File: src/include/ufi_defs.svh
//------------------------------------------------------------
// Bus widths, FIFO depth and block count of the UFI RAM slave
// Bit positions inside the command address word
//------------------------------------------------------------
`ifndef UFI_DEFS_SVH
`define UFI_DEFS_SVH

// Data and command word widths
`define UFI_DQ_WIDTH        16
`define UFI_ADRS_WIDTH      32

// Implemented RAM words per block, upper word bits ignored
`define UFI_RAM_ADRS_WIDTH  6
`define UFI_BLOCK_COUNT     4

// Queue depth, keep at 128 or less for the 8-bit write mark
`define UFI_FIFO_DEPTH      16

// Response and error counters
`define UFI_COUNT_WIDTH     16

// Command word layout
`define UFI_ENABLE_BIT      31
`define UFI_READ_BIT        30
`define UFI_BLOCK_MSB       28
`define UFI_BLOCK_LSB       25

`endif
File: src/hw/UfiPkg.sv
//------------------------------------------------------------
// Command, RAM request and response structs of the UFI slave
//------------------------------------------------------------
`default_nettype none

`include "ufi_defs.svh"

package UfiPkg;

	// Field widths derived from the command layout
	localparam int blockWidth      = $clog2(`UFI_BLOCK_COUNT);
	localparam int blockFieldWidth = `UFI_BLOCK_MSB - `UFI_BLOCK_LSB + 1;
	localparam int wordAdrsWidth   = `UFI_BLOCK_LSB;
	// Snapshot of accepted writes, wraps
	localparam int markWidth       = 8;

	// Raw bus command as driven by the master
	typedef struct packed {
		logic [`UFI_ADRS_WIDTH-1:0] adrs;
		logic [`UFI_DQ_WIDTH-1:0]   wd;
	} ufiCmdT;

	// Queued write
	typedef struct packed {
		logic [blockWidth-1:0]      block;
		logic [wordAdrsWidth-1:0]   ramAdrs;
		logic [`UFI_DQ_WIDTH-1:0]   wd;
	} ufiWriteT;

	// Queued read, ordered against writes by writeMark
	typedef struct packed {
		logic [blockWidth-1:0]      block;
		logic [wordAdrsWidth-1:0]   ramAdrs;
		logic [markWidth-1:0]       writeMark;
	} ufiReadT;

	// One access issued to the block RAM
	typedef struct packed {
		logic                       we;
		logic [blockWidth-1:0]      block;
		logic [wordAdrsWidth-1:0]   ramAdrs;
		logic [`UFI_DQ_WIDTH-1:0]   wd;
		logic [`UFI_ADRS_WIDTH-1:0] adrsEcho;
	} ramReqT;

	// Read response returned to the master
	typedef struct packed {
		logic [`UFI_ADRS_WIDTH-1:0] adrs;
		logic [`UFI_DQ_WIDTH-1:0]   rd;
	} ufiRspT;

endpackage

`default_nettype wire

File: src/hw/UfiReadReturn.sv
//------------------------------------------------------------
// Read response register, response and drop counters
//------------------------------------------------------------
`default_nettype none

`include "ufi_defs.svh"

module UfiReadReturn import UfiPkg::*; (
	input  wire                           iCLK,
	input  wire                           rst,
	// From the RAM
	input  wire                           rdValid,
	input  wire [`UFI_DQ_WIDTH-1:0]       ramRd,
	input  wire [`UFI_ADRS_WIDTH-1:0]     rdAdrs,
	// From decode
	input  wire                           dropStrobe,
	// Bus slave response
	output ufiRspT                        rsp,
	output logic                          rspStrobe,
	output logic [`UFI_COUNT_WIDTH-1:0]   rspCount,
	output logic [`UFI_COUNT_WIDTH-1:0]   errCount
);

	// Response payload, bit 31 flags valid data
	always_ff @(posedge iCLK)
	begin
		if (rdValid)
		begin
			rsp.adrs <= rdAdrs;
			rsp.adrs[`UFI_ENABLE_BIT] <= 1'b1;
			rsp.rd <= ramRd;
		end
	end

	// Strobe and saturating counters
	always_ff @(posedge iCLK)
	begin
		if (rst)
		begin
			rspStrobe <= 1'b0;
			rspCount  <= '0;
			errCount  <= '0;
		end
		else
		begin
			rspStrobe <= rdValid;
			if (rdValid && (rspCount != '1))
				rspCount <= rspCount + 1'b1;
			if (dropStrobe && (errCount != '1))
				errCount <= errCount + 1'b1;
		end
	end

endmodule

`default_nettype wire

File: config.mk
export PLATFORM = sky130hd
export DESIGN_NAME = UfiReadReturn
export DESIGN_NICKNAME = d
export VERILOG_FILES = /design/src/hw/UfiPkg.sv /design/src/hw/UfiReadReturn.sv
export VERILOG_INCLUDE_DIRS = /design/src /design/src/include
export SDC_FILE = /design/constraint.sdc
export NUM_CORES = 1
export LEC_CHECK = 0
export ABC_AREA = 1
export BUFFER_PORTS_ARGS = -buffer_cell sky130_fd_sc_hd__buf_4
export CAP_MARGIN = 20
export CORE_UTILIZATION = 48
export CTS_CLUSTER_SIZE = 10
export DETAILED_ROUTE_END_ITERATION = 6
export PLACE_DENSITY = 0.88
export SETUP_SLACK_MARGIN = 0.3
export SLEW_MARGIN = 20
export SYNTH_ARGS = -nofsm -noshare
export SYNTH_HDL_FRONTEND = slang
export SYNTH_SLANG_ARGS = --single-unit
File: constraint.sdc
create_clock -name iCLK -period 1.6 [get_ports iCLK]
set_clock_uncertainty 0.15 [all_clocks]
set_input_delay 0.08 -clock iCLK [delete_from_list [all_inputs] [get_ports iCLK]]
set_output_delay 0.08 -clock iCLK [all_outputs]
set_load 0.01 [all_outputs]
; ---- After elaboration in Yosys (flattened, before gate mapping)
; Index checks and enable logic that the tools add are counted.
[totals]
regBits = 80
inputBits = 52
out_inout_bits = 81
elab_cells = 11
[classes]
n_addsub = 2
eq_ne = 2
reduce_logical = 2
[op_table]
columns = op, n
row1 = $add 16x1->16 const B, 2
row2 = $ne 16x16->1 const B, 2
row3 = $logic_and 1x1->1, 2

; ---- Depth between registers and ports, before layout
[logic_depth]
ltp_word = 2
ltp_mapped = 9
depth_no_buf = 9

; ---- Worst setup path before layout
; No wires, ideal clock.
[synth_path]
path_type = register to register
from = register rspCount[0]
to = register rspCount[2]
setup_time_ns = 0.114
arrival_time_ns = 1.296
required_time_ns = 1.336
path_slack_ns = 0.040
stages_incl_launch_ff = 9
n_path_buf = 0
synth_period_minus_slack_ns = 1.560
path_cell_list = dfxtp_1 -> ha_1 -> nand2_1 -> nor2_4 -> nand2_2 -> nor2_4 -> nor2_2 -> a21oi_1 -> nor2_1
[synth_between]
elab_chain_cells = 2
word_cells_on_any_way = 3
cone_classes = add/sub (1) / eq/ne (1) / reduce/logical (1)
[synth_rtl]
columns = item, line
row1 = from (decl), UfiReadReturn.sv:20  ; output logic [`UFI_COUNT_WIDTH-1:0] rspCount,
row2 = from (signal assigned), UfiReadReturn.sv:48  ; rspCount <= rspCount + 1'b1;
row3 = "parallel branches: the longest is 2 deep, another holds $add 16x1->16", n/a
; Parallel ways; which one is timed is not known.
; A chain may end at the register's enable or synchronous reset.

; ---- Final worst setup path
[layout_path]
from = register rspCount[1]
to = register rspCount[10]
; The elaborated chain is that of the path after synthesis.

==> out/results.txt <==
Antenna cells -> 0
Number of global-route vias before repair -> 3174
Crit path required time -> 1.71 ns
Sw Ratio -> 25.64%
Met1 Wirelength -> 4379 um
Ys async rst share -> 0%
Final Hold Fails -> 5
Status -> finished with violations
Hpwl dp -> 6531 um
Final Max Slew Viols -> 0
Crit-path max cell delay -> 0.36 ns
Area of the multi-input gates -> 1473 um^2
Syn Area/Cell -> 9.518 um^2
Clock buffer count from CTS -> 9
Cts hold-fix bufs -> 50
Port bufs -> 130
Clk pwr share -> 32.1%
Post-synth top area share -> 42.86%
Vert. Die Dim -> 84.83 um
RSZ-0062 raised after global routing -> yes
Core footprint -> 6495 um^2
Comb power frac -> 13.3%
Final hold slack -> -0.2114 ns
Post-layout instance area -> 5688 um^2
Max_cap viols -> 0
IO Count -> 133
Share of layout cells above drive strength 1 -> 53.21%
Number of remaining DRC errors -> 15
Dpl cell area -> 4619 um^2
Largest net degree at the start of global routing -> 45
DRT iter0 DRCs -> 164
Wire per inst -> 17.77 um
Leak -> 0.002425 uW
Most numerous cell in the Yosys netlist -> nand2_1
Most used cell, CP -> nand3_1
Crit-path cells -> ha_4 -> nand2_4 -> nor2_4 -> buf_4 -> nand3_1 -> nor2_2 -> nand3_1 -> nand2_1 -> nor2_1
Die area -> 7196 um^2
CP endpoint kind -> flop
Via/cell ratio -> 5.290
Fin crit share -> 101.5%
Routed WL -> 11320 um
Fin crit period -> 1.624 ns
DR top layer -> met4
Max Clk Rate -> 0.6158 GHz
Layout net count -> 609
Synthesized instance count -> 346
Pwr Density -> 749.3 nW/um^2
Area leader, netlist -> edfxtp_1
Crit path max fanout -> 5
Detail Route Antenna Nets -> 0
Rows -> 29
Via Count -> 3370
Switch Pwr -> 1093 uW
First-pass GRT wire length -> 16740 um
Cell Int Power -> 3169 uW
Post-synth EDFFs -> 47
Synth unique cells -> 28
Synth top cells by count -> nand2_1, nor2_1, edfxtp_1
Mapped Area -> 3293 um^2
Sequential element share of the synthesized area -> 62.92%
Die Width -> 84.83 um
Yosys reg bits -> 80
Failing checks -> DRC, hold timing, setup timing
FF/Latch Area -> 2146 um^2
Critical path type -> flop to flop
Worst VDD drop -> 0.0004744 V
GP Congestion -> 0.8842
Part of the power in registers -> 54.6%
Fillcell total -> 296
CTS tree -> yes
Layout area overhead -> 72.72%
Max Root-Sink Buffers -> 2
Slew @ Worst Pin -> 0.5314 ns
Root Buffer -> clkbuf_8
Max transition margin -> 64.57%
Clock latency on the worst-skew pair -> 0.35 ns
First drt pass iteration count -> 7
Main synth FF type -> edfxtp_1
Place WS -> 0.04142 ns
WL met2 -> 5785 um
Setup violators final -> 2
Syn. warnings -> 0
Total length of routed met3 wires -> 934 um
Tot GR Track Use -> 30.69%
Leading post-synthesis cells by cell area -> edfxtp_1, dfxtp_1, nand2_1
Worst path bufs/invs -> 1
Post-synthesis net count -> 400
Sink Count -> 80
Setup WS post-layout -> -0.02384 ns
H-tree depth -> 3
Initial antenna violation count -> 0
CP delay by family, top -> simple AND/OR/NAND/NOR gates
Crit path DAT -> 1.73 ns
CP max stage cell -> dfxtp_4
Hold Crit Class -> input pin to flop
Initial core utilization -> 50.70%
Clock slew at reported path FFs -> 0.09 ns
CP Launch Type -> flop
Total grt overflow -> 0
==> final cells by class <==
type / count / area share (%)
flip-flops and latches: 80 / 37.73
repair buffers: 203 / 29.54
well taps: 77 / 1.694
multi-input cells: 232 / 25.89
clock buffers: 9 / 2.178
clock inverters: 7 / 0.9459
inverters: 29 / 2.024
==> repair_timing <==
item	in CTS	in global routing
pin swaps	15	25
endpoints found under the hold margin	57	5
cloned	0	0
buffers inserted	13	3
gates resized for setup	35	42
endpoints found under the setup margin	32	32
==> cell families after synthesis <==
group	synth area share (%)
buffers and inverters	4.103
and+or+nand+nor	26.75
adders and majority gates	0.7598
other	0.1139
DFF	62.92
xor gates and xnor gates	0.5320
AOI/OAI and AO/OA	4.825
==> worst reg2reg max path, cell delays in order (launching register included) <==
cell     delay (ns)
dfxtp_4        0.36
ha_4           0.14
nand2_4        0.05
nor2_4         0.22
buf_4          0.15
nand3_1        0.11
nor2_2         0.13
nand3_1        0.09
nand2_1        0.08
nor2_1         0.04
==> worst paths after layout <==
check / from / end / depth (start not counted) / slack [ns]
worst max-delay path: rspCount[1]$_SDFFE_PP0P_ / rspCount[10]$_SDFFE_PP0P_ / 9 / -0.02
worst min-delay path: rst / rspCount[3]$_SDFFE_PP0P_ / 2 / -0.21
worst max register to register: rspCount[1]$_SDFFE_PP0P_ / rspCount[10]$_SDFFE_PP0P_ / 9 / -0.02
worst min register to register: errCount[14]$_SDFFE_PP0P_ / errCount[14]$_SDFFE_PP0P_ / 2 / 0.38
==> flip-flops by register name (all words and copies together), names as in the netlist <==
signal / count
errCount: 16
rsp: 47
rspCount: 16
rspStrobe: 1
==> power by group through the flow <==
stage | Combinational [uW] | Clock (uW) | Sequential [uW]
floorplan | 58.9 | 0 | 2430
global placement | 405 | 0 | 2370
detailed placement | 420 | 0 | 2380
CTS | 547 | 1380 | 2310
global route | 596 | 1470 | 2330
finish | 566 | 1370 | 2330
==> routing by layer <==
metal | track usage (%) | vias to the layer above
met5 | 0 | -
met4 | 7.088 | 0
met3 | 7.393 | 24
met2 | 53.44 | 167
met1 | 38.98 | 1609
li1 | - | 1570
==> metrics by stage <==
step | TNS, ns | power, uW | util [%] | cells
after floorplan | 0 | 2492 | - | 346
after global placement | 0 | 2778 | 71.12 | 555
after detailed placement | 0 | 2802 | 71.12 | 555
after CTS | 0 | 4244 | 84.69 | 634
after global routing | -0.7518 | 4403 | 87.57 | 637
final | -0.03605 | 4262 | 87.57 | 637
==> placed cells by master (no fill, tap or decap), types with 2 or more instances in the layout <==
cell type      count
a21oi_1            2
edfxtp_1          47
nor2_2            12
inv_1             20
xor2_1             2
dfxtp_1            8
clkinv_2           2
dfxtp_4           17
ha_4               2
nor2_1            46
nor2_4            19
o21ai_2            3
inv_6              2
o21ai_0            2
buf_4            147
buf_6              5
nand3_1           18
nand2_4            7
a21oi_2           20
dlygate4sd3_1     50
inv_4              2
nand2_2           16
nand4_1            4
inv_2              5
clkinvlp_4         3
dfxtp_2            8
clkbuf_8           9
nor3_1             3
nand3_2           15
nand2_1           55
Note: power is estimated with default switching activity, not from simulation.
