$ cat config.mk
export PLATFORM = sky130hd
export DESIGN_NAME = UfiCommandDecode
export DESIGN_NICKNAME = d
export VERILOG_FILES = /design/src/hw/UfiPkg.sv /design/src/hw/UfiCommandDecode.sv
export VERILOG_INCLUDE_DIRS = /design/src /design/src/include
export SDC_FILE = /design/constraint.sdc
export NUM_CORES = 1
export LEC_CHECK = 0
export ABC_AREA = 1
export BUFFER_PORTS_ARGS = -buffer_cell sky130_fd_sc_hd__buf_2
export CAP_MARGIN = 20
export CORE_MARGIN = 4
export CORE_UTILIZATION = 37
export CTS_CLUSTER_SIZE = 28
export DETAILED_ROUTE_END_ITERATION = 10
export PLACE_DENSITY = 0.7
export SLEW_MARGIN = 10
export SYNTH_ARGS = -nofsm -noshare
export SYNTH_HDL_FRONTEND = slang
export SYNTH_SLANG_ARGS = --single-unit
$ cat constraint.sdc
create_clock -name iCLK -period 2.2 [get_ports iCLK]
set_input_delay 0.44 -clock iCLK [delete_from_list [all_inputs] [get_ports iCLK]]
set_output_delay 0.44 -clock iCLK [all_outputs]
set_load 0.05 [all_outputs]
$ cat src/include/ufi_defs.svh
//------------------------------------------------------------
// Bus widths, FIFO depth and block count of the UFI RAM slave
// Bit positions inside the command address word
//------------------------------------------------------------
`ifndef UFI_DEFS_SVH
`define UFI_DEFS_SVH

// Data and command word widths
`define UFI_DQ_WIDTH        16
`define UFI_ADRS_WIDTH      32

// Implemented RAM words per block, upper word bits ignored
`define UFI_RAM_ADRS_WIDTH  6
`define UFI_BLOCK_COUNT     4

// Queue depth, keep at 128 or less for the 8-bit write mark
`define UFI_FIFO_DEPTH      16

// Response and error counters
`define UFI_COUNT_WIDTH     16

// Command word layout
`define UFI_ENABLE_BIT      31
`define UFI_READ_BIT        30
`define UFI_BLOCK_MSB       28
`define UFI_BLOCK_LSB       25

`endif
$ cat src/hw/UfiPkg.sv
//------------------------------------------------------------
// Command, RAM request and response structs of the UFI slave
//------------------------------------------------------------
`default_nettype none

`include "ufi_defs.svh"

package UfiPkg;

	// Field widths derived from the command layout
	localparam int blockWidth      = $clog2(`UFI_BLOCK_COUNT);
	localparam int blockFieldWidth = `UFI_BLOCK_MSB - `UFI_BLOCK_LSB + 1;
	localparam int wordAdrsWidth   = `UFI_BLOCK_LSB;
	// Snapshot of accepted writes, wraps
	localparam int markWidth       = 8;

	// Raw bus command as driven by the master
	typedef struct packed {
		logic [`UFI_ADRS_WIDTH-1:0] adrs;
		logic [`UFI_DQ_WIDTH-1:0]   wd;
	} ufiCmdT;

	// Queued write
	typedef struct packed {
		logic [blockWidth-1:0]      block;
		logic [wordAdrsWidth-1:0]   ramAdrs;
		logic [`UFI_DQ_WIDTH-1:0]   wd;
	} ufiWriteT;

	// Queued read, ordered against writes by writeMark
	typedef struct packed {
		logic [blockWidth-1:0]      block;
		logic [wordAdrsWidth-1:0]   ramAdrs;
		logic [markWidth-1:0]       writeMark;
	} ufiReadT;

	// One access issued to the block RAM
	typedef struct packed {
		logic                       we;
		logic [blockWidth-1:0]      block;
		logic [wordAdrsWidth-1:0]   ramAdrs;
		logic [`UFI_DQ_WIDTH-1:0]   wd;
		logic [`UFI_ADRS_WIDTH-1:0] adrsEcho;
	} ramReqT;

	// Read response returned to the master
	typedef struct packed {
		logic [`UFI_ADRS_WIDTH-1:0] adrs;
		logic [`UFI_DQ_WIDTH-1:0]   rd;
	} ufiRspT;

endpackage

`default_nettype wire

$ cat src/hw/UfiCommandDecode.sv
//------------------------------------------------------------
// Command decode stage, field split and block ID check
//------------------------------------------------------------
`default_nettype none

`include "ufi_defs.svh"

module UfiCommandDecode import UfiPkg::*; (
	input  wire       iCLK,
	input  wire       rst,
	// Bus slave command
	input  wire       cmdStrobe,
	input  ufiCmdT    ufiCmd,
	// To the arbiter
	output logic      writeStrobe,
	output ufiWriteT  writeCmd,
	output logic      readStrobe,
	output ufiReadT   readCmd,
	// Rejected command
	output logic      dropStrobe
);

	logic                       cmdEnable;
	logic                       cmdRead;
	logic [blockFieldWidth-1:0] cmdBlock;
	logic                       blockOk;
	logic [markWidth-1:0]       writeCount;

	// Strobe with the enable bit low is not a command
	assign cmdEnable = cmdStrobe && ufiCmd.adrs[`UFI_ENABLE_BIT];
	assign cmdRead   = ufiCmd.adrs[`UFI_READ_BIT];
	assign cmdBlock  = ufiCmd.adrs[`UFI_BLOCK_MSB:`UFI_BLOCK_LSB];
	assign blockOk   = (cmdBlock < `UFI_BLOCK_COUNT);

	// Strobes and write counter
	always_ff @(posedge iCLK)
	begin
		if (rst)
		begin
			writeStrobe <= 1'b0;
			readStrobe  <= 1'b0;
			dropStrobe  <= 1'b0;
			writeCount  <= '0;
		end
		else
		begin
			writeStrobe <= cmdEnable && blockOk && !cmdRead;
			readStrobe  <= cmdEnable && blockOk && cmdRead;
			dropStrobe  <= cmdEnable && !blockOk;
			// Writes accepted so far, read stamps use this
			if (cmdEnable && blockOk && !cmdRead)
				writeCount <= writeCount + 1'b1;
		end
	end

	// Payload registers, loaded on any enabled command
	always_ff @(posedge iCLK)
	begin
		if (cmdEnable)
		begin
			writeCmd.block     <= cmdBlock[blockWidth-1:0];
			writeCmd.ramAdrs   <= ufiCmd.adrs[wordAdrsWidth-1:0];
			writeCmd.wd        <= ufiCmd.wd;
			readCmd.block      <= cmdBlock[blockWidth-1:0];
			readCmd.ramAdrs    <= ufiCmd.adrs[wordAdrsWidth-1:0];
			readCmd.writeMark  <= writeCount;
		end
	end

endmodule

`default_nettype wire

# Word-level counts from Yosys, hierarchy flattened
# Index checks and enable logic that the tools add are counted.
totals:
  reg_bits: 62
  latchBits: 0
  ramBits: 0
  romBits: 0
  in_bits: 51
  word_cells: 17
  memories: 0
classes:
  addsub: 1
  mul: 0
  div: 0
  n_lt_le_gt_ge: 1
  n_eq_ne: 0
  shifts: 0
  muxes: 0
  n_bitwise: 0
  reduce_logical: 7
op_table:
  columns: ["op", "count"]
  rows:
  - ["adder 8 x 1 -> 8 bit, second input constant", 1]
  - ["logical AND 1 bit", 5]
  - ["less-than comparator 4 x 3 -> 1 bit, second input constant", 1]
  - ["logical NOT 1 bit", 2]

# Depth between registers and ports, before layout
# Gate-level depths: netlist of run 1.
logic_depth:
  word_depth: 3
  ltp_mapped: 8
  mapped_depth_nobuf: 8

# Least setup slack after synthesis of run 1
# Ideal clock, no wire load.
synth_path:
  kind: "input-to-reg"
  from: "in cmdStrobe"
  to: "reg writeCount[7]"
  setup_ps: 113
  arrival_time_ps: 1639
  setup_slack_ps: 448
  cell_stages: 7
  n_path_buf: 0
  cell_sequence: "nand2_1 -> inv_2 -> nand3_4 -> nor2_1 -> nand2_1 -> nand2_1 -> nor2_1"
synth_between:
  elab_chain_len: 3
synth_rtl:
  columns: ["element", "line_no", "source"]
  rows:
  - ["start: declaration", "UfiCommandDecode.sv:12", "input wire cmdStrobe,"]
  - ["logical AND 1 bit", "UfiCommandDecode.sv:30", "assign cmdEnable = cmdStrobe && ufiCmd.adrs[`UFI_ENABLE_BIT];"]
  - ["via cmdEnable", "UfiCommandDecode.sv:23", "logic cmdEnable;"]
  - ["logical AND 1 bit (2 in series)", "UfiCommandDecode.sv:51", "if (cmdEnable && blockOk && !cmdRead)"]
  - ["end signal: assignment", "UfiCommandDecode.sv:52", "writeCount <= writeCount + 1'b1;"]
  - ["end: declaration", "UfiCommandDecode.sv:27", "logic [markWidth-1:0] writeCount;"]
# The timed path passes the listed nets, and every way through them passes these cells.
# A chain may end at the register's enable or synchronous reset.

# Worst setup path in the final report of run 1
layout_path:
  from: "reg writeCmd[18] in the netlist's numbering"
  to: "out writeCmd[18] in the netlist's numbering"
layout_rtl:
  columns: ["element", "line_no", "source"]
  rows:
  - ["start: declaration", "UfiCommandDecode.sv:16", "output ufiWriteT writeCmd,"]
# No word-level cell between the ends.

==> results of run 1 <==
cell usage after synthesis (all sizes together):
cell    count  area [um2]
a21oi       5        25.0
buf        27         203
dfxtp      11         220
edfxtp     51        1530
ha          1        12.5
inv         6        22.5
nand2      18        70.1
nand3       5        37.5
nor2       18        80.1
nor3        2        10.0
o21ai       2        10.0
power groups by stage:
stage | clock network (W) | registers, W | logic, W
after floorplan | 0 | 0.00159 | 0.000187
after global placement | 0 | 0.00138 | 0.000491
after detailed placement | 0 | 0.00138 | 0.000496
after CTS | 0.000779 | 0.00136 | 0.000496
after global routing | 0.000832 | 0.00136 | 0.000507
final | 0.000749 | 0.00136 | 0.000491
per-stage QoR:
| step | hold WS (ns) | power (W) |
|---|---|---|
| floorplan | 0.430 | 0.00178 |
| global route | 0.267 | 0.00270 |
| finish | 0.294 | 0.00260 |
| detailed placement | 0.451 | 0.00188 |
| global placement | 0.448 | 0.00187 |
| CTS | 0.271 | 0.00263 |
layer usage:
| layer | global-route usage | vias to the layer above | wire [um] |
|---|---|---|---|
| met5 | 0 | - | 0 |
| met4 | 0.0863 | 0 | 101 |
| met3 | 0.0384 | 8 | 470 |
| met2 | 0.213 | 83 | 2350 |
| met1 | 0.133 | 683 | 1720 |
| li1 | - | 707 | - |
path summary, 6_finish.rpt:
kind	endpoint	slack, ns	cells past startpoint
max	writeCmd[18]	0.80	1
min	writeCmd[4]	0.29	1
max reg2reg	writeCount[6]	0.96	8
min reg2reg	readCmd[3]	0.46	0
sequential cells by signal (all words and copies together), names as in the netlist:
name,flops
readCmd,8
writeCmd,43
writeCount,8
readStrobe,1
dropStrobe,1
writeStrobe,1
cell families after synthesis:
kind of cell	count (synthesis)
AOI/OAI and AO/OA	7
adders and majority gates	1
DFF	62
and+or+nand+nor	43
buffers and inverters	33
area by class of cell:
class,count,area [um2]
fill,520,2750
multi-input combinational,51,245
sequential,62,1750
clock buffer,10,128
timing repair buffer,131,671
tap,72,90.1
inverter,6,22.5
clock inverter,4,16.3
cell usage in the layout (no fill, tap or decap):
cell	count
nor3_1	2
buf_2	130
inv_1	4
nand2_1	17
nand3_1	4
nor2_2	2
o21ai_0	2
dfxtp_1	11
ha_1	1
clkinv_2	1
clkbuf_1	1
inv_2	2
clkbuf_8	9
clkinv_1	3
nand3_4	1
edfxtp_1	51
nor2_1	15
nor2_4	1
nand2_2	1
buf_12	1
a21oi_1	5
==> flow_metrics.py, run 1 <==
metrics = {
    "finish": {
        "fin_util": 0.515,
        "syn2layout_area_growth_pct": 31.6,
        "diodes": 0,
        "final_cells": 336,
        "final_net_count": 313,
        "final_area_mm2": 0.00292,
        "drive_gt1_frac": 0.561,
    },
    "status": {
        "status": "completed",
    },
    "timing": {
        "final_max_slew_viol_count": 0,
        "setup_viol": 0,
        "fin_crit_ns": 1.40,
        "fin_tns_setup_ns": 0,
        "hold_violations": 0,
        "finalCritPeriodShare": 0.638,
        "fin_worst_skew_ns": 0.00217,
        "rsz0062_at_grt": "no",
        "fmax_ghz": 0.712,
        "setup_ws_ns": 0.796,
        "relSlewSlack": 0.815,
        "worst_pin_slew_ns": 0.277,
    },
    "global_routing": {
        "grt_pass1_vias": 1359,
        "antenna_found_initial": 0,
        "grt_first_pass_wirelength_um": 6750,
        "grt_max_degree": 53,
        "grt-ovfl-total": 0,
        "grtUsageTotal": 0.126,
    },
    "clocking": {
        "cts.path.max_buffers": 2,
        "cts_made_buffers": 9,
        "cts.hold.buffers_added": 0,
        "clock_latency_ns": 0.32,
        "h-tree-depth": 3,
        "cts_tree": "yes",
        "clk_pin_slew_ns": 0.06,
        "cts_root_buffer": "clkbuf_8",
        "cts.repair.resized": 0,
        "cts_setup_buffers": 0,
        "cts.sinks": 62,
    },
    "drt": {
        "ant_nets": 0,
        "drt_first_pass_iters": 4,
        "drc": 0,
        "vias": 1481,
        "vias_per_cell": 4.41,
        "drt-initial-drc-count": 88,
        "avgRoutedWirePerCell_um": 13.8,
        "drt-total-wl_um": 4650,
    },
    "yosys": {
        "syn-cell-area_mm2": 0.00222,
        "synth.area.mux_share": 0,
        "synth_seq_cells": 62,
        "synth_compound_area_frac": 0.0158,
        "syn_avg_cell_area_um2": 15.2,
        "seq_area_frac_synth": 0.788,
        "synth_top_family_by_area": "buffers and inverters",
        "syn_nets": 198,
        "synth-adder-area-share": 0.00563,
        "synth_xor_area_frac": 0,
        "yosysWarnings": 0,
        "yosysUniqueCellTypes": 16,
        "syn_inst": 146,
        "synthSimpleGateAreaFrac": 0.0890,
    },
    "setup_path": {
        "critPathMaxFanout": 2,
        "path_cells": "buf_2",
        "crit_buf_inv": 1,
        "cp.required_ns": 1.76,
        "crit_path_end_kind": "primary output",
        "startpoint": "writeCmd[18]",
        "slowest_delay_ns": 0.41,
        "crit_family": "flip-flops",
        "path_class": "reg2out",
        "critPathLaunchType": "flip-flop",
        "cp.arrival_ns": 0.96,
        "slowest_stage": "edfxtp_1",
        "worstReg2RegStart": "writeCount[1]",
    },
    "floorplan": {
        "fp-row-count": 27,
        "ios": 132,
        "die_w_um": 85.5,
        "start_util": 0.392,
        "core_area_mm2": 0.00568,
        "die_h_um": 85.5,
        "die_area_mm2": 0.00731,
    },
    "power": {
        "vdd_drop_max_v": 0.000404,
        "seqPwrFrac": 0.522,
        "comb_power_share": 0.189,
        "switchingPower_w": 0.000783,
        "p_per_area_mw_per_mm2": 888,
        "swShare": 0.301,
        "p_int_w": 0.00182,
        "p_leak_nw": 1.27,
        "pwr-share-clk": 0.288,
    },
    "placement": {
        "place_ws_ns": 0.880,
        "gp_congestion": 0.698,
        "numPlacedInstances": 322,
        "place_area_mm2": 0.00278,
        "port_buffers": 130,
        "dp_hpwl_um": 3590,
    },
    "worst_hold_path": {
        "hold_class": "in2reg",
        "min_from": "ufiCmd[4]",
    },
    "run": {
        "cap_viol_max_count": 0,
    },
}
No activity file was read; power rests on OpenSTA's default activity.
==> run 2, diff against run 1 <==
--- a/config.mk
+++ b/config.mk
@@ -6,7 +6,7 @@
 export SDC_FILE = /design/constraint.sdc
 export NUM_CORES = 1
 export LEC_CHECK = 0
-export ABC_AREA = 1
+export ABC_AREA = 0
 export BUFFER_PORTS_ARGS = -buffer_cell sky130_fd_sc_hd__buf_2
 export CAP_MARGIN = 20
 export CORE_MARGIN = 4
==> constraint.sdc (replaced) <==
create_clock -name iCLK -period 1.45 [get_ports iCLK]
set_input_delay 0.29 -clock iCLK [delete_from_list [all_inputs] [get_ports iCLK]]
set_output_delay 0.29 -clock iCLK [all_outputs]
set_load 0.05 [all_outputs]
==> run 2 against run 1 <==
  * Sequential share of layout area down 2.5 points
  * Critical path depth up 3
  * Non-clock buffer count up 5
  * Register-to-register slack worse by 0.95 ns
  * Area after synthesis up 1.3%
  * Power up 62%
  * Die area up 1.2%
  * Highest routed layer unchanged
==> flow_metrics.py, run 2 <==
metrics = {
    "setup_path": {
        "slowest_delay_ns": 0.38,
        "path_cells": "ha_1, inv_1, nor4_2, mux2_2",
        "critPathLaunchType": "flip-flop",
        "slowest_stage": "dfxtp_1",
        "cp.required_ns": 1.67,
        "critPathMaxFanout": 4,
        "path_class": "reg2reg",
        "cp.arrival_ns": 1.65,
        "crit_path_end_kind": "flip-flop",
    },
    "floorplan": {
        "start_util": 0.380,
        "fp-row-count": 28,
        "die_h_um": 86.0,
        "ios": 132,
        "die_area_mm2": 0.00740,
        "die_w_um": 86.0,
        "core_area_mm2": 0.00592,
    },
    "yosys": {
        "syn_nets": 186,
        "yosysTopAreaCellShare": 0.680,
        "syn_avg_cell_area_um2": 16.8,
        "synth.cells.most_frequent": "51 x edfxtp_1, 27 x buf_4, 11 x dfxtp_1",
        "yosysUniqueCellTypes": 22,
        "synthTopCellsByArea": "edfxtp_1 68%, dfxtp_1 9.8%, buf_4 9.0%",
        "synth.largest_area_cell": "edfxtp_1",
        "syn-cell-area_mm2": 0.00225,
        "synth_seq_cells": 62,
        "yosysWarnings": 0,
        "synth-edff-count": 51,
        "syn_inst": 134,
        "yosysMostFrequentCell": "edfxtp_1",
        "synth_ff_type": "edfxtp_1",
        "synth_async_sr_flop_share": 0,
        "seq_area_frac_synth": 0.778,
    },
    "placement": {
        "numPlacedInstances": 315,
        "place_area_mm2": 0.00286,
        "dp_hpwl_um": 3750,
        "gp_congestion": 0.753,
        "port_buffers": 130,
    },
    "finish": {
        "fillCellCount": 540,
        "regMostFlops": "writeCmd",
        "final_area_mm2": 0.00305,
        "diodes": 0,
        "syn2layout_area_growth_pct": 35.6,
        "drive_gt1_frac": 0.613,
        "final_net_count": 303,
        "largest_reg_flops": 43,
        "top_regs": "writeCmd (43), readCmd (8), writeCount (8)",
        "most-common-layout-cells": "130 x buf_2, 51 x edfxtp_1, 10 x dfxtp_1",
        "final_common_cell": "buf_2",
        "final_cells": 331,
    },
    "global_routing": {
        "grt_max_degree": 34,
        "grt_first_pass_wirelength_um": 7140,
        "grt_pass1_vias": 1422,
        "grtUsageTotal": 0.131,
        "grt-ovfl-total": 0,
        "antenna_found_initial": 0,
    },
    "power": {
        "p_per_area_mw_per_mm2": 1380,
        "p_int_w": 0.00296,
        "seqPwrFrac": 0.489,
        "p_leak_nw": 1.29,
        "swShare": 0.296,
        "switchingPower_w": 0.00125,
        "pwr-share-clk": 0.328,
        "vdd_drop_max_v": 0.000805,
        "comb_power_share": 0.183,
        "finalPower_w": 0.00421,
    },
    "clocking": {
        "clock_latency_ns": 0.33,
        "h-tree-depth": 3,
        "clk_pin_slew_ns": 0.07,
        "cts_made_buffers": 9,
        "cts_root_buffer": "clkbuf_8",
        "cts.hold.buffers_added": 0,
        "cts.sinks": 62,
        "cts.path.max_buffers": 2,
        "cts_tree": "yes",
    },
    "drt": {
        "ant_nets": 0,
        "dr_wl_met3_um": 568,
        "wl_met2_um": 2450,
        "drc": 0,
        "avgRoutedWirePerCell_um": 15.0,
        "drt-total-wl_um": 4960,
        "maxUsedRoutingLayer": "met4",
        "drt-initial-drc-count": 70,
        "wl_met1_um": 1830,
        "vias": 1512,
        "drt_first_pass_iters": 5,
        "vias_per_cell": 4.57,
    },
    "timing": {
        "worst_pin_slew_ns": 0.272,
        "fin_crit_ns": 1.44,
        "fin_worst_skew_ns": 0.00212,
        "relSlewSlack": 0.817,
        "fin_tns_setup_ns": 0,
        "final_max_slew_viol_count": 0,
        "holdWs_ns": 0.130,
        "fmax_ghz": 0.696,
        "finalCritPeriodShare": 0.990,
        "hold_violations": 0,
        "setup_viol": 0,
    },
    "worst_hold_path": {
        "hold_class": "in2reg",
    },
    "status": {
        "status": "completed",
    },
    "run": {
        "cap_viol_max_count": 0,
    },
}
-- run 2: final timing paths --
path | start | endpoint | cells after the start | slack, ns
worst max register to register | writeCount[1] | writeCount[6] | 4 | 0.01
worst max-delay path | writeCount[1] | writeCount[6] | 4 | 0.01
worst min-delay path | ufiCmd[31] | writeCmd[31] | 1 | 0.13
worst min register to register | writeCount[7] | readCmd[7] | 0 | 0.48
-- run 2: worst max-delay path: cells and delay by family (launching register included) --
kind	cells	cell delay [ns]
DFF	1	0.38
and+or+nand+nor	1	0.31
muxes	1	0.36
adders and majority gates	1	0.20
buffers and inverters	1	0.08
-- run 2: final cells by class --
class	instances	area [um2]	share of cell area
Sequential cell	62	1750	0.574
Timing Repair Buffer	136	721	0.236
Multi-Input combinational cell	40	293	0.0959
Clock buffer	10	128	0.0418
Tap cell	75	93.8	0.0308
Clock inverter	6	52.6	0.0172
Inverter	2	11.3	0.00369
-- run 2: power by group through the flow --
stage | sequential [W] | clock [W] | combinational, W
after floorplan | 0.00242 | 0 | 0.000290
after global placement | 0.00209 | 0 | 0.000770
after detailed placement | 0.00210 | 0 | 0.000776
after CTS | 0.00206 | 0.00143 | 0.000777
after global routing | 0.00207 | 0.00152 | 0.000797
final | 0.00206 | 0.00138 | 0.000770
-- run 2: cell families after synthesis --
logic type / share of synthesized area
multiplexers: 0.0150
buffers and inverters: 0.102
adder cells (fa/ha/maj): 0.00556
AO/OA/AOI/OAI: 0.0256
AND/OR/NAND/NOR: 0.0739
flip-flops: 0.778
-- run 2: repair_timing --
action,in CTS,in global routing
setup endpoints to repair,0,1
endpoints found under the hold margin,0,0
resized for setup,0,2
buffers inserted,0,0
-- run 2: metal layers --
layer,global-route usage,vias up
li1,-,709
met3,0.0480,15
met4,0.0734,0
met5,0,-
met2,0.222,101
met1,0.140,687
-- run 2: through the flow --
step,setup slack (ns),util
floorplan,0.00374,-
global placement,-0.0412,0.484
detailed placement,-0.0552,0.484
CTS,0.0400,0.514
global route,-0.0319,0.515
finish,0.0140,0.515
==> run 3, diff against run 2 <==
--- a/config.mk
+++ b/config.mk
@@ -9,8 +9,8 @@
 export ABC_AREA = 0
 export BUFFER_PORTS_ARGS = -buffer_cell sky130_fd_sc_hd__buf_2
 export CAP_MARGIN = 20
-export CORE_MARGIN = 4
 export CORE_UTILIZATION = 37
+export CTS_BUF_LIST = sky130_fd_sc_hd__clkbuf_4 sky130_fd_sc_hd__clkbuf_8 sky130_fd_sc_hd__clkbuf_16
 export CTS_CLUSTER_SIZE = 28
 export DETAILED_ROUTE_END_ITERATION = 10
 export PLACE_DENSITY = 0.7
==> run 3 against run 2 <==
  * Final area shrank 1.2%
  * Via count shrank 2.7%
  * Sequential power is essentially flat
  * Combinational power shrank 1%
  * Non-clock buffer count shrank 1
  * Worst hold slack gained 0.0095 ns
  * Register-to-register slack gained 0.06 ns
  * Flip-flop and latch count is the same
==> flow_metrics.py, run 3 (same netlist as run 2, synthesis figures left out) <==
metrics = {
    "clocking": {
        "cts.hold.buffers_added": 0,
        "cts.sinks": 62,
        "h-tree-depth": 3,
        "cts_tree": "yes",
        "cts.path.max_buffers": 2,
        "cts_made_buffers": 9,
        "cts_root_buffer": "clkbuf_8",
        "cts_setup_buffers": 0,
        "clk_pin_slew_ns": 0.06,
        "cts.repair.resized": 0,
        "clock_latency_ns": 0.32,
    },
    "setup_path": {
        "path_cells": "ha_2, inv_1, nor4_2, mux2_2",
        "crit_path_end_kind": "flip-flop",
        "slowest_delay_ns": 0.36,
        "path_class": "reg2reg",
        "cp.required_ns": 1.66,
        "slowest_stage": "dfxtp_1",
        "cp.arrival_ns": 1.59,
        "critPathLaunchType": "flip-flop",
        "critPathMaxFanout": 4,
    },
    "drt": {
        "drt_first_pass_iters": 4,
        "ant_nets": 0,
        "avgRoutedWirePerCell_um": 13.4,
        "drt-initial-drc-count": 36,
        "vias": 1471,
        "drt-total-wl_um": 4420,
        "drc": 0,
        "vias_per_cell": 4.47,
    },
    "power": {
        "p_per_area_mw_per_mm2": 1330,
        "swShare": 0.301,
        "seqPwrFrac": 0.512,
        "finalPower_w": 0.00402,
        "pwr-share-clk": 0.299,
        "vdd_drop_max_v": 0.000588,
        "p_leak_nw": 1.26,
        "p_int_w": 0.00281,
        "comb_power_share": 0.189,
        "switchingPower_w": 0.00121,
    },
    "finish": {
        "fin_util": 0.512,
        "largest_reg_flops": 43,
        "top_regs": "writeCmd (43), readCmd (8), writeCount (8)",
        "diodes": 0,
        "drive_gt1_frac": 0.614,
        "most-common-layout-cells": "130 x buf_2, 51 x edfxtp_1, 10 x dfxtp_1",
        "regArea_mm2": 0.00175,
        "final_net_count": 302,
        "regMostFlops": "writeCmd",
        "final_common_cell": "buf_2",
        "syn2layout_area_growth_pct": 33.9,
        "multi_input_area_um2": 302,
        "fillCellCount": 541,
    },
    "placement": {
        "port_buffers": 130,
        "dp_hpwl_um": 3200,
        "gp_congestion": 0.729,
    },
    "global_routing": {
        "grt_pass1_vias": 1284,
        "met3_usage": 0.0514,
        "grt_use_met2": 0.229,
        "grt_first_pass_wirelength_um": 6330,
        "grt-ovfl-total": 0,
        "top_usage_layer": "met2",
        "grtUsageTotal": 0.138,
        "grtUsageMet1": 0.154,
        "antenna_found_initial": 0,
        "grt_max_degree": 52,
    },
    "timing": {
        "final_max_slew_viol_count": 0,
        "relSlewSlack": 0.817,
        "fin_worst_skew_ns": 0.00489,
        "fin_crit_ns": 1.37,
        "holdWs_ns": 0.140,
        "fmax_ghz": 0.729,
        "finalCritPeriodShare": 0.946,
        "rsz0062_at_grt": "no",
        "setup_viol": 0,
        "worst_pin_slew_ns": 0.272,
        "hold_violations": 0,
    },
    "floorplan": {
        "start_util": 0.382,
        "ios": 132,
        "die_h_um": 80.0,
        "die_w_um": 80.0,
        "core_area_mm2": 0.00589,
        "fp-row-count": 28,
        "die_area_mm2": 0.00640,
    },
    "status": {
        "status": "completed",
    },
    "worst_hold_path": {
        "hold_class": "in2reg",
    },
    "run": {
        "cap_viol_max_count": 0,
    },
}
[run 3: critical path, delay by kind of cell (launching register included)]
kind                     cells  cell delay, ns
adder cells (fa/ha/maj)      1            0.20
buffers and inverters        1            0.07
flip-flops                   1            0.36
multiplexers                 1            0.36
AND/OR/NAND/NOR              1            0.28
[run 3: final cells by class]
type | instances | area share
Sequential cell | 62 | 0.582
Inverter | 2 | 0.00374
Tap cell | 75 | 0.0311
Clock inverter | 4 | 0.00498
Timing Repair Buffer | 135 | 0.232
Multi-Input combinational cell | 40 | 0.100
Clock buffer | 11 | 0.0461
[run 3: final timing paths]
path                            slack [ns]  cells past startpoint            end           from
worst max-delay path                  0.08                      4  writeCount[6]  writeCount[1]
worst min-delay path                  0.14                      1   writeCmd[21]     ufiCmd[21]
worst max register to register        0.08                      4  writeCount[6]  writeCount[1]
worst min register to register        0.45                      0     readCmd[7]  writeCount[7]
[run 3: power groups by stage]
stage | registers, W | clock network [W] | logic [W]
after floorplan | 0.00242 | 0 | 0.000290
after global placement | 0.00209 | 0 | 0.000759
after detailed placement | 0.00210 | 0 | 0.000764
after CTS | 0.00206 | 0.00125 | 0.000765
after global routing | 0.00207 | 0.00132 | 0.000792
final | 0.00206 | 0.00120 | 0.000759
[run 3: metrics by stage]
| step | cell area (um2) | std cells | setup WS, ns | TNS, ns |
|---|---|---|---|---|
| floorplan | 2270 | 134 | 0.00374 | 0 |
| global placement | 2840 | 314 | -0.0533 | -0.0972 |
| CTS | 3000 | 329 | 0.0378 | 0 |
| global route | 3010 | 329 | 0.00226 | 0 |
| detailed placement | 2840 | 314 | -0.0837 | -0.176 |
| finish | 3010 | 329 | 0.0779 | 0 |
[run 3: metal layers]
layer	vias to the layer above	routed length, um
li1	700	-
met1	677	1790
met2	87	2180
met3	7	392
met4	0	58
met5	-	0
